===== src/design/dram_timing_pkg.sv =====
package dram_timing_pkg;

   // spacings in whole controller cycles
   localparam int unsigned T_RCD    = 3;   // act to cas
   localparam int unsigned T_RAS    = 8;   // act to pre
   localparam int unsigned T_RP     = 3;   // pre to act

   // write recovery and read to precharge
   localparam int unsigned T_WR2PRE = 6;
   localparam int unsigned T_RD2PRE = 4;

   // wide enough for the largest spacing above
   localparam int unsigned TIMER_W  = 4;

endpackage


===== src/design/bank_cmd_pkg.sv =====
package bank_cmd_pkg;

   // request geometry for the single bank
   localparam int unsigned ROW_W = 16;
   localparam int unsigned COL_W = 11;
   localparam int unsigned ID_W  = 6;   // requester tag

   localparam int unsigned QUEUE_DEPTH = 8;
   localparam int unsigned QPTR_W      = $clog2(QUEUE_DEPTH);

   // commands handed to the command mux
   typedef enum logic [1:0]
   {
      OP_ACT = 2'b00,
      OP_PRE = 2'b01,
      OP_RD  = 2'b10,
      OP_WR  = 2'b11
   } bank_op_e;

   // open-page bank states
   typedef enum logic
   {
      BANK_PRECHARGED = 1'b0,
      BANK_ACTIVE     = 1'b1
   } bank_state_e;

endpackage

===== src/design/bank_machine.sv =====
module bank_machine
   import bank_cmd_pkg::*;
(
   input  logic             clk,
   input  logic             rst_n,
   input  logic             req_valid_i,
   input  logic [ROW_W-1:0] req_row_i,
   input  logic [COL_W-1:0] req_col_i,
   input  logic             req_write_i,
   input  logic [ID_W-1:0]  req_id_i,
   output logic             req_ready_o,
   output logic             cmd_valid_o,
   output bank_op_e         cmd_op_o,
   output logic [ROW_W-1:0] cmd_addr_o,
   output logic [ID_W-1:0]  cmd_id_o,
   input  logic             cmd_ready_i,
   output logic             idle_o
);

   // queue head
   logic             q_valid;
   logic [ROW_W-1:0] q_row;
   logic [COL_W-1:0] q_col;
   logic             q_write;
   logic [ID_W-1:0]  q_id;
   logic             q_miss;
   logic             q_pop;

   logic             issue;
   bank_op_e         issue_op;
   logic [ROW_W-1:0] issue_addr;
   logic [ID_W-1:0]  issue_id;
   logic             out_free;
   logic             cmd_fire;
   bank_op_e         fired_op;
   logic             act_ok;
   logic             cas_ok;
   logic             pre_ok;

   bank_req_queue u_queue (
      .clk          (clk),
      .rst_n        (rst_n),
      .req_valid_i  (req_valid_i),
      .req_row_i    (req_row_i),
      .req_col_i    (req_col_i),
      .req_write_i  (req_write_i),
      .req_id_i     (req_id_i),
      .pop_i        (q_pop),
      .req_ready_o  (req_ready_o),
      .head_valid_o (q_valid),
      .head_row_o   (q_row),
      .head_col_o   (q_col),
      .head_write_o (q_write),
      .head_id_o    (q_id),
      .head_miss_o  (q_miss)
   );

   bank_fsm u_fsm (
      .clk          (clk),
      .rst_n        (rst_n),
      .head_valid_i (q_valid),
      .head_row_i   (q_row),
      .head_col_i   (q_col),
      .head_write_i (q_write),
      .head_id_i    (q_id),
      .head_miss_i  (q_miss),
      .act_ok_i     (act_ok),
      .cas_ok_i     (cas_ok),
      .pre_ok_i     (pre_ok),
      .out_free_i   (out_free),
      .fire_i       (cmd_fire),
      .pop_o        (q_pop),
      .issue_o      (issue),
      .issue_op_o   (issue_op),
      .issue_addr_o (issue_addr),
      .issue_id_o   (issue_id),
      .idle_o       (idle_o)
   );

   bank_timers u_timers (
      .clk       (clk),
      .rst_n     (rst_n),
      .fire_i    (cmd_fire),
      .fire_op_i (fired_op),
      .act_ok_o  (act_ok),
      .cas_ok_o  (cas_ok),
      .pre_ok_o  (pre_ok)
   );

   bank_cmd_out u_cmd_out (
      .clk         (clk),
      .rst_n       (rst_n),
      .load_i      (issue),
      .load_op_i   (issue_op),
      .load_addr_i (issue_addr),
      .load_id_i   (issue_id),
      .cmd_ready_i (cmd_ready_i),
      .free_o      (out_free),
      .cmd_valid_o (cmd_valid_o),
      .cmd_op_o    (cmd_op_o),
      .cmd_addr_o  (cmd_addr_o),
      .cmd_id_o    (cmd_id_o),
      .fire_o      (cmd_fire),
      .fire_op_o   (fired_op)
   );

endmodule


===== src/design/bank_cmd_out.sv =====
module bank_cmd_out
   import bank_cmd_pkg::*;
(
   input  logic             clk,
   input  logic             rst_n,
   input  logic             load_i,
   input  bank_op_e         load_op_i,
   input  logic [ROW_W-1:0] load_addr_i,
   input  logic [ID_W-1:0]  load_id_i,
   input  logic             cmd_ready_i,
   output logic             free_o,
   output logic             cmd_valid_o,
   output bank_op_e         cmd_op_o,
   output logic [ROW_W-1:0] cmd_addr_o,
   output logic [ID_W-1:0]  cmd_id_o,
   output logic             fire_o,
   output bank_op_e         fire_op_o
);

   logic             valid_q;
   bank_op_e         op_q;
   logic [ROW_W-1:0] addr_q;
   logic [ID_W-1:0]  id_q;
   logic             take;

   assign fire_o    = valid_q & cmd_ready_i;
   assign fire_op_o = op_q;
   assign free_o    = ~valid_q | cmd_ready_i;   // slot empties in the handshake cycle
   assign take      = load_i & free_o;

   always_ff @(posedge clk or negedge rst_n)
   begin
      if (!rst_n)
         valid_q <= 1'b0;
      else if (take)
         valid_q <= 1'b1;
      else if (fire_o)
         valid_q <= 1'b0;
   end

   always_ff @(posedge clk)
   begin
      if (take)
      begin
         op_q   <= load_op_i;
         addr_q <= load_addr_i;
         id_q   <= load_id_i;
      end
   end

   assign cmd_valid_o = valid_q;
   assign cmd_op_o    = op_q;
   assign cmd_addr_o  = addr_q;
   assign cmd_id_o    = id_q;

   a_hold_stable: assert property (@(posedge clk) disable iff (!rst_n)
      (cmd_valid_o && !cmd_ready_i)
         |=> cmd_valid_o && $stable(cmd_op_o) && $stable(cmd_addr_o) && $stable(cmd_id_o))
      else $error("command changed under back-pressure");

   // the FSM never offers a command the register cannot take
   a_no_drop: assert property (@(posedge clk) disable iff (!rst_n)
      load_i |-> free_o)
      else $error("command offered while register busy");

endmodule


===== src/design/bank_fsm.sv =====
module bank_fsm
   import bank_cmd_pkg::*;
(
   input  logic             clk,
   input  logic             rst_n,
   input  logic             head_valid_i,
   input  logic [ROW_W-1:0] head_row_i,
   input  logic [COL_W-1:0] head_col_i,
   input  logic             head_write_i,
   input  logic [ID_W-1:0]  head_id_i,
   input  logic             head_miss_i,
   input  logic             act_ok_i,
   input  logic             cas_ok_i,
   input  logic             pre_ok_i,
   input  logic             out_free_i,
   input  logic             fire_i,
   output logic             pop_o,
   output logic             issue_o,
   output bank_op_e         issue_op_o,
   output logic [ROW_W-1:0] issue_addr_o,
   output logic [ID_W-1:0]  issue_id_o,
   output logic             idle_o
);

   bank_state_e state_q;
   bank_state_e state_d;
   logic        pending_q;     // issued, waiting for the mux handshake
   logic        first_cas_q;   // next cas is the first after an ACT
   logic        can_issue;
   logic        go_act;
   logic        go_pre;
   logic        go_cas;

   // one command in flight at a time so the timers are always current
   assign can_issue = head_valid_i && out_free_i && !pending_q;

   always_comb
   begin
      go_act  = 1'b0;
      go_pre  = 1'b0;
      go_cas  = 1'b0;
      state_d = state_q;
      case (state_q)
         BANK_PRECHARGED:
         begin
            if (can_issue && act_ok_i)
            begin
               go_act  = 1'b1;
               state_d = BANK_ACTIVE;
            end
         end
         BANK_ACTIVE:
         begin
            // the head that caused the ACT is on the open row already
            if (head_miss_i && !first_cas_q)
            begin
               if (can_issue && pre_ok_i)
               begin
                  go_pre  = 1'b1;
                  state_d = BANK_PRECHARGED;
               end
            end
            else if (can_issue && cas_ok_i)
               go_cas = 1'b1;
         end
         default: state_d = BANK_PRECHARGED;
      endcase
   end

   assign issue_o = go_act | go_pre | go_cas;
   assign pop_o   = go_cas;   // head leaves as its cas is loaded

   always_comb
   begin
      issue_op_o   = OP_PRE;
      issue_addr_o = '0;
      issue_id_o   = '0;
      if (go_act)
      begin
         issue_op_o   = OP_ACT;
         issue_addr_o = head_row_i;
      end
      else if (go_cas)
      begin
         issue_op_o   = head_write_i ? OP_WR : OP_RD;
         issue_addr_o = {{(ROW_W - COL_W){1'b0}}, head_col_i};
         issue_id_o   = head_id_i;
      end
   end

   always_ff @(posedge clk or negedge rst_n)
   begin
      if (!rst_n)
      begin
         state_q     <= BANK_PRECHARGED;
         pending_q   <= 1'b0;
         first_cas_q <= 1'b0;
      end
      else
      begin
         state_q <= state_d;
         if (issue_o)
            pending_q <= 1'b1;
         else if (fire_i)
            pending_q <= 1'b0;
         if (go_act)
            first_cas_q <= 1'b1;
         else if (go_cas)
            first_cas_q <= 1'b0;
      end
   end

   assign idle_o = !head_valid_i && !pending_q;

   // cas only into an open row and after tRCD
   a_cas_after_rcd: assert property (@(posedge clk) disable iff (!rst_n)
      (issue_o && ((issue_op_o == OP_RD) || (issue_op_o == OP_WR)))
         |-> cas_ok_i && (state_q == BANK_ACTIVE))
      else $error("CAS issued before the row was ready");

endmodule


===== src/design/bank_timers.sv =====
module bank_timers
   import bank_cmd_pkg::*;
   import dram_timing_pkg::*;
(
   input  logic     clk,
   input  logic     rst_n,
   input  logic     fire_i,
   input  bank_op_e fire_op_i,
   output logic     act_ok_o,
   output logic     cas_ok_o,
   output logic     pre_ok_o
);

   logic [TIMER_W-1:0] act2cas_q;
   logic [TIMER_W-1:0] act2pre_q;
   logic [TIMER_W-1:0] pre2act_q;
   logic [TIMER_W-1:0] cas2pre_q;
   logic [TIMER_W-1:0] cas_val;
   logic [TIMER_W-1:0] cas_load_val;
   logic               act_fire;
   logic               pre_fire;
   logic               cas_fire;

   function automatic logic [TIMER_W-1:0] step_cnt(
      input logic [TIMER_W-1:0] cnt,
      input logic               load,
      input logic [TIMER_W-1:0] load_val
   );
      logic [TIMER_W-1:0] nxt;
      nxt = cnt;
      if (load)
         nxt = load_val;
      else if (cnt != '0)
         nxt = cnt - 1'b1;
      return nxt;
   endfunction

   assign act_fire = fire_i && (fire_op_i == OP_ACT);
   assign pre_fire = fire_i && (fire_op_i == OP_PRE);
   assign cas_fire = fire_i && ((fire_op_i == OP_RD) || (fire_op_i == OP_WR));

   assign cas_val = (fire_op_i == OP_WR) ? TIMER_W'(T_WR2PRE - 1) : TIMER_W'(T_RD2PRE - 1);

   // back to back cas, keep the longer recovery of the two
   assign cas_load_val = (cas_val > cas2pre_q) ? cas_val : cas2pre_q;

   always_ff @(posedge clk or negedge rst_n)
   begin
      if (!rst_n)
      begin
         act2cas_q <= '0;
         act2pre_q <= '0;
         pre2act_q <= '0;
         cas2pre_q <= '0;
      end
      else
      begin
         act2cas_q <= step_cnt(act2cas_q, act_fire, TIMER_W'(T_RCD - 1));
         act2pre_q <= step_cnt(act2pre_q, act_fire, TIMER_W'(T_RAS - 1));
         pre2act_q <= step_cnt(pre2act_q, pre_fire, TIMER_W'(T_RP - 1));
         cas2pre_q <= step_cnt(cas2pre_q, cas_fire, cas_load_val);
      end
   end

   assign act_ok_o = (pre2act_q == '0);
   assign cas_ok_o = (act2cas_q == '0);
   assign pre_ok_o = (act2pre_q == '0) && (cas2pre_q == '0);

   // a row is opened and closed only once the previous window has run out
   a_act_reload: assert property (@(posedge clk) disable iff (!rst_n)
      act_fire |-> (act2cas_q == '0) && (act2pre_q == '0) && (pre2act_q == '0))
      else $error("ACT fired inside a running window");

   a_pre_reload: assert property (@(posedge clk) disable iff (!rst_n)
      pre_fire |-> (pre2act_q == '0) && (act2pre_q == '0) && (cas2pre_q == '0))
      else $error("PRE fired inside a running window");

endmodule


===== src/design/bank_req_queue.sv =====
module bank_req_queue
   import bank_cmd_pkg::*;
(
   input  logic             clk,
   input  logic             rst_n,
   input  logic             req_valid_i,
   input  logic [ROW_W-1:0] req_row_i,
   input  logic [COL_W-1:0] req_col_i,
   input  logic             req_write_i,
   input  logic [ID_W-1:0]  req_id_i,
   input  logic             pop_i,
   output logic             req_ready_o,
   output logic             head_valid_o,
   output logic [ROW_W-1:0] head_row_o,
   output logic [COL_W-1:0] head_col_o,
   output logic             head_write_o,
   output logic [ID_W-1:0]  head_id_o,
   output logic             head_miss_o
);

   logic [ROW_W-1:0]  row_mem   [QUEUE_DEPTH];
   logic [COL_W-1:0]  col_mem   [QUEUE_DEPTH];
   logic              write_mem [QUEUE_DEPTH];
   logic [ID_W-1:0]   id_mem    [QUEUE_DEPTH];
   logic              miss_mem  [QUEUE_DEPTH];
   logic [QPTR_W-1:0] wr_ptr_q;
   logic [QPTR_W-1:0] rd_ptr_q;
   logic [QPTR_W:0]   count_q;
   logic [ROW_W-1:0]  last_row_q;     // row of the newest accepted request
   logic              last_row_vld_q;
   logic              push;
   logic              pop;
   logic              req_miss;

   assign req_ready_o  = (count_q != QUEUE_DEPTH[QPTR_W:0]);
   assign head_valid_o = (count_q != '0);

   assign push = req_valid_i & req_ready_o;
   assign pop  = pop_i & head_valid_o;

   // a miss is a change of row against the request accepted before it
   assign req_miss = last_row_vld_q && (last_row_q != req_row_i);

   always_ff @(posedge clk)
   begin
      if (push)
      begin
         row_mem[wr_ptr_q]   <= req_row_i;
         col_mem[wr_ptr_q]   <= req_col_i;
         write_mem[wr_ptr_q] <= req_write_i;
         id_mem[wr_ptr_q]    <= req_id_i;
         miss_mem[wr_ptr_q]  <= req_miss;
      end
   end

   always_ff @(posedge clk or negedge rst_n)
   begin
      if (!rst_n)
      begin
         wr_ptr_q       <= '0;
         rd_ptr_q       <= '0;
         count_q        <= '0;
         last_row_q     <= '0;
         last_row_vld_q <= 1'b0;
      end
      else
      begin
         if (push)
         begin
            wr_ptr_q       <= wr_ptr_q + 1'b1;   // depth is a power of two
            last_row_q     <= req_row_i;
            last_row_vld_q <= 1'b1;
         end
         if (pop)
            rd_ptr_q <= rd_ptr_q + 1'b1;
         case ({push, pop})
            2'b10:   count_q <= count_q + 1'b1;
            2'b01:   count_q <= count_q - 1'b1;
            default: count_q <= count_q;
         endcase
      end
   end

   assign head_row_o   = row_mem[rd_ptr_q];
   assign head_col_o   = col_mem[rd_ptr_q];
   assign head_write_o = write_mem[rd_ptr_q];
   assign head_id_o    = id_mem[rd_ptr_q];
   assign head_miss_o  = miss_mem[rd_ptr_q];

   // the FSM only consumes a head it has seen
   a_pop_with_head: assert property (@(posedge clk) disable iff (!rst_n)
      pop_i |-> head_valid_o)
      else $error("queue popped while empty");

endmodule


===== config.mk =====
export PLATFORM = sky130hd
export DESIGN_NAME = bank_machine
export DESIGN_NICKNAME = d
export VERILOG_FILES = /design/src/design/dram_timing_pkg.sv /design/src/design/bank_cmd_pkg.sv /design/src/design/bank_machine.sv /design/src/design/bank_cmd_out.sv /design/src/design/bank_fsm.sv /design/src/design/bank_timers.sv /design/src/design/bank_req_queue.sv
export SDC_FILE = /design/constraint.sdc
export NUM_CORES = 1
export LEC_CHECK = 0
export ABC_AREA = 1
export BUFFER_PORTS_ARGS = -buffer_cell sky130_fd_sc_hd__buf_2
export CORE_MARGIN = 2
export CORE_UTILIZATION = 53
export CTS_CLUSTER_DIAMETER = 60
export DETAILED_ROUTE_END_ITERATION = 16
export PLACE_DENSITY = 0.71
export SYNTH_ARGS = -nofsm -noshare
export SYNTH_HDL_FRONTEND = slang
export SYNTH_SLANG_ARGS = --single-unit

===== constraint.sdc =====
create_clock -name clk -period 4.25 [get_ports clk]
set_clock_uncertainty 0.15 [all_clocks]
set_input_delay 0.425 -clock clk [delete_from_list [all_inputs] [get_ports clk]]
set_output_delay 0.425 -clock clk [all_outputs]
set_load 0.05 [all_outputs]

==> results.py <==
metrics = {
    "power": {
        "comb_power_share": 0.285,
        "p_clk_frac": 0.278,
        "ir_drop_mv": 0.510,
        "p_int_uw": 7060,
        "p_switching_uw": 3690,
        "power_frac_seq": 0.437,
        "power_leakage_uw": 0.00584,
        "power.density_nw_per_um2": 666,
        "swShare": 0.343,
        "p_total_uw": 10700,
    },
    "global_routing": {
        "grt_first_pass_wirelength_mm": 47.9,
        "grt_use_total": 0.219,
        "grt_max_degree": 90,
        "grt_pass1_vias": 8714,
        "antenna_found_initial": 2,
        "grt_overflow": 0,
    },
    "routing": {
        "wirelength_mm": 31.0,
        "dr.pass1.iters": 5,
        "drc": 0,
        "drt-wirelength-per-cell_um": 19.4,
        "vias": 9072,
        "ant_nets": 0,
        "drtIter0Drc": 896,
        "viasPerCell": 5.66,
    },
    "clocking": {
        "cts_buffers": 36,
        "h-tree-depth": 2,
        "clk_pin_slew_ns": 0.06,
        "cts_root_buf": "clkbuf_16",
        "cts_sinks": 351,
        "clockBufferDepth": 3,
        "insertion_delay_ns": 0.51,
        "cts_tree": "yes",
    },
    "sta": {
        "min_period_ns": 3.29,
        "timing.fmax_mhz": 304,
        "relSlewSlack": 0.334,
        "fin_ws_ns": 0.960,
        "worstMarginPinSlew_ns": 0.999,
        "setup_tns_ns": 0,
        "fin_worst_hold_slack_ns": 0.0218,
        "hold_viol": 0,
        "finalCritPeriodShare": 0.774,
        "rsz0062_at_grt": "false",
        "slew_viol_final": 0,
        "setup_viol": 0,
    },
    "final_layout": {
        "final_cells": 1603,
        "nFillCells": 2061,
        "syn_to_final_growth_pct": 12.1,
        "layout_common_cells": "304 x edfxtp_1, 177 x nand2_1, 152 x nor2_1",
        "layout_commonest_cell": "edfxtp_1",
        "drive_gt1_frac": 0.137,
        "layout.nets": 1287,
    },
    "die": {
        "core_area_um2": 26800,
        "die-area_um2": 28500,
        "ios": 65,
        "row_count": 60,
        "initial_core_util": 0.537,
        "die_h_um": 169,
        "dieWidth_um": 169,
    },
    "critical_path": {
        "crit_arrival_ns": 3.54,
        "path_max_fanout": 62,
        "cpPeakStageDelay_ns": 0.71,
        "cpMostUsedCell": "nand2_1",
        "timing.rr.start": "u_queue.rd_ptr_q[0]",
        "crit_slowest_cell": "dfrtp_4",
        "critPathKind": "flip-flop to flip-flop",
        "crit_start": "u_queue.rd_ptr_q[0]",
        "cp_cell_sequence": "inv_4, nand2_1, nand2_1, nand2_1, nand3_1, nand3_2, nand2_2, inv_1, ha_1, nand2_1, inv_1, nor2_1, nand2_1, o21ai_0, nand3_1, xor2_1",
        "end_kind": "flip-flop",
        "start_kind": "flip-flop",
        "required_ns": 4.50,
    },
    "yosys": {
        "yosysWarnings": 0,
        "synthCells": 1165,
        "synth_compound_area_frac": 0.0822,
        "muxShareOfSynthArea": 0.00548,
        "ys_ff_latch": 351,
        "netlist_area_um2": 14400,
        "synthSimpleGateAreaFrac": 0.130,
        "synth_xor_area_frac": 0.0134,
        "ys_seq_area_frac": 0.716,
        "syn-mean-instance-area_um2": 12.4,
        "synth-adder-area-share": 0.0130,
        "synth_top_family_by_area": "simple AND/OR/NAND/NOR gates",
        "syn-num-nets": 1218,
        "synthDistinctLibCells": 34,
    },
    "min_path": {
        "hp-class": "input pin to flip-flop",
        "hp-start": "req_col_i[8]",
    },
    "placed_design": {
        "dpl.cell_count": 1536,
        "gp_congestion": 0.760,
        "portBuffers": 64,
        "hpwl_mm": 17.2,
        "dp_slack_ns": 1.01,
    },
    "outcome": {
        "outcome": "complete, no violations",
    },
    "flow_run": {
        "maxCapViolCount": 0,
    },
}
sequential cells by signal (all words and copies together) (netlist names), 4 cells and up:
signal and flops:
u_timers.act2pre_q 4, u_queue.col_mem 88, u_timers.act2cas_q 4, u_queue.id_mem 48, u_queue.count_q 4, u_cmd_out.cmd_addr_o 16
u_timers.pre2act_q 4, u_timers.cas2pre_q 4, u_queue.write_mem 8, u_cmd_out.cmd_id_o 6, u_queue.last_row_q 16, u_queue.miss_mem 8
u_queue.row_mem 128
power by group through the flow:
stage	combinational (uW)	sequential, uW	clock (uW)
after floorplan	2290	4750	0
after global placement	2950	4740	0
after detailed placement	3050	4760	0
after CTS	3070	4700	3020
after global routing	3430	4750	3170
final	3060	4700	2990
synth_stat cells, drive strengths merged:
master / count / area share
edfxtp: 304 / 0.63
nand2: 179 / 0.047
nor2: 160 / 0.042
o21ai: 134 / 0.047
nand3: 80 / 0.029
inv: 50 / 0.013
dfrtp: 47 / 0.082
buf: 45 / 0.023
a21oi: 29 / 0.010
or2: 20 / 0.0087
o211ai: 18 / 0.0094
xnor2: 16 / 0.0097
ha: 15 / 0.013
o22ai: 14 / 0.0061
clkbuf: 13 / 0.0034
o221ai: 12 / 0.0073
mux2: 7 / 0.0055
xor2: 6 / 0.0037
a31oi: 5 / 0.0022
nor3: 5 / 0.0025
nand4: 3 / 0.0013
a22oi: 1 / 0.00052
and2: 1 / 0.00044
clkinv: 1 / 0.00026
worst max-delay path: cells and delay by family (launching register included):
family | cells | cell delay (ns)
buffers and inverters | 3 | 0.71
XOR/XNOR | 1 | 0.15
AO/OA/AOI/OAI | 1 | 0.18
AND/OR/NAND/NOR | 10 | 0.98
adder cells (fa/ha/maj) | 1 | 0.24
flip-flops | 1 | 0.71
final timing paths:
check                                         end  slack [ns]  cells past startpoint
max                            u_queue.count_q[3]        0.96                     16
min                         u_queue.col_mem[6][8]        0.02                      1
max reg2reg                    u_queue.count_q[3]        0.96                     16
min reg2reg                u_queue.last_row_vld_q        0.31                      2
max in group asynchronous     u_queue.rd_ptr_q[0]        3.01                      3
min in group asynchronous   u_timers.act2pre_q[0]        0.40                      3
layer usage:
metal	track usage	part of all wire
met2	0.350	0.47
met1	0.312	0.44
met5	0	0
met3	0.0325	0.069
met4	0.0761	0.024
per-stage QoR:
| stage | util | area [um2] |
|---|---|---|
| floorplan | - | 14400 |
| global placement | 0.560 | 15000 |
| detailed placement | 0.560 | 15000 |
| CTS | 0.601 | 16100 |
| global route | 0.602 | 16100 |
| finish | 0.602 | 16100 |
repair_timing:
| item | CTS | global route |
|---|---|---|
| setup buffers | 0 | 0 |
| hold endpoints to repair | 47 | 0 |
| hold buffers | 1 | 0 |
| resized for setup | 0 | 0 |
layout make-up:
cell class / instances / area [um2] / share of cell area
Sequential cell: 351 / 10300 / 0.639
Tap cell: 341 / 427 / 0.0265
Clock buffer: 49 / 971 / 0.0602
Inverter: 51 / 194 / 0.0120
Antenna cell: 2 / 5.00 / 0.000310
Clock inverter: 15 / 133 / 0.00822
Timing Repair Buffer: 89 / 510 / 0.0317
Multi-Input combinational cell: 705 / 3580 / 0.222
kinds of logic (layout without fill, tap and decap cells):
kind of cell               count (synthesis)  in the layout
and+or+nand+nor                          448            448
DFF                                      351            351
AOI/OAI and AO/OA                        213            213
buffers and inverters                    109            204
xor gates and xnor gates                  22             22
adders and majority gates                 15             15
muxes                                      7              7
other                                      0              2
Power figures use the tool's default switching activity.
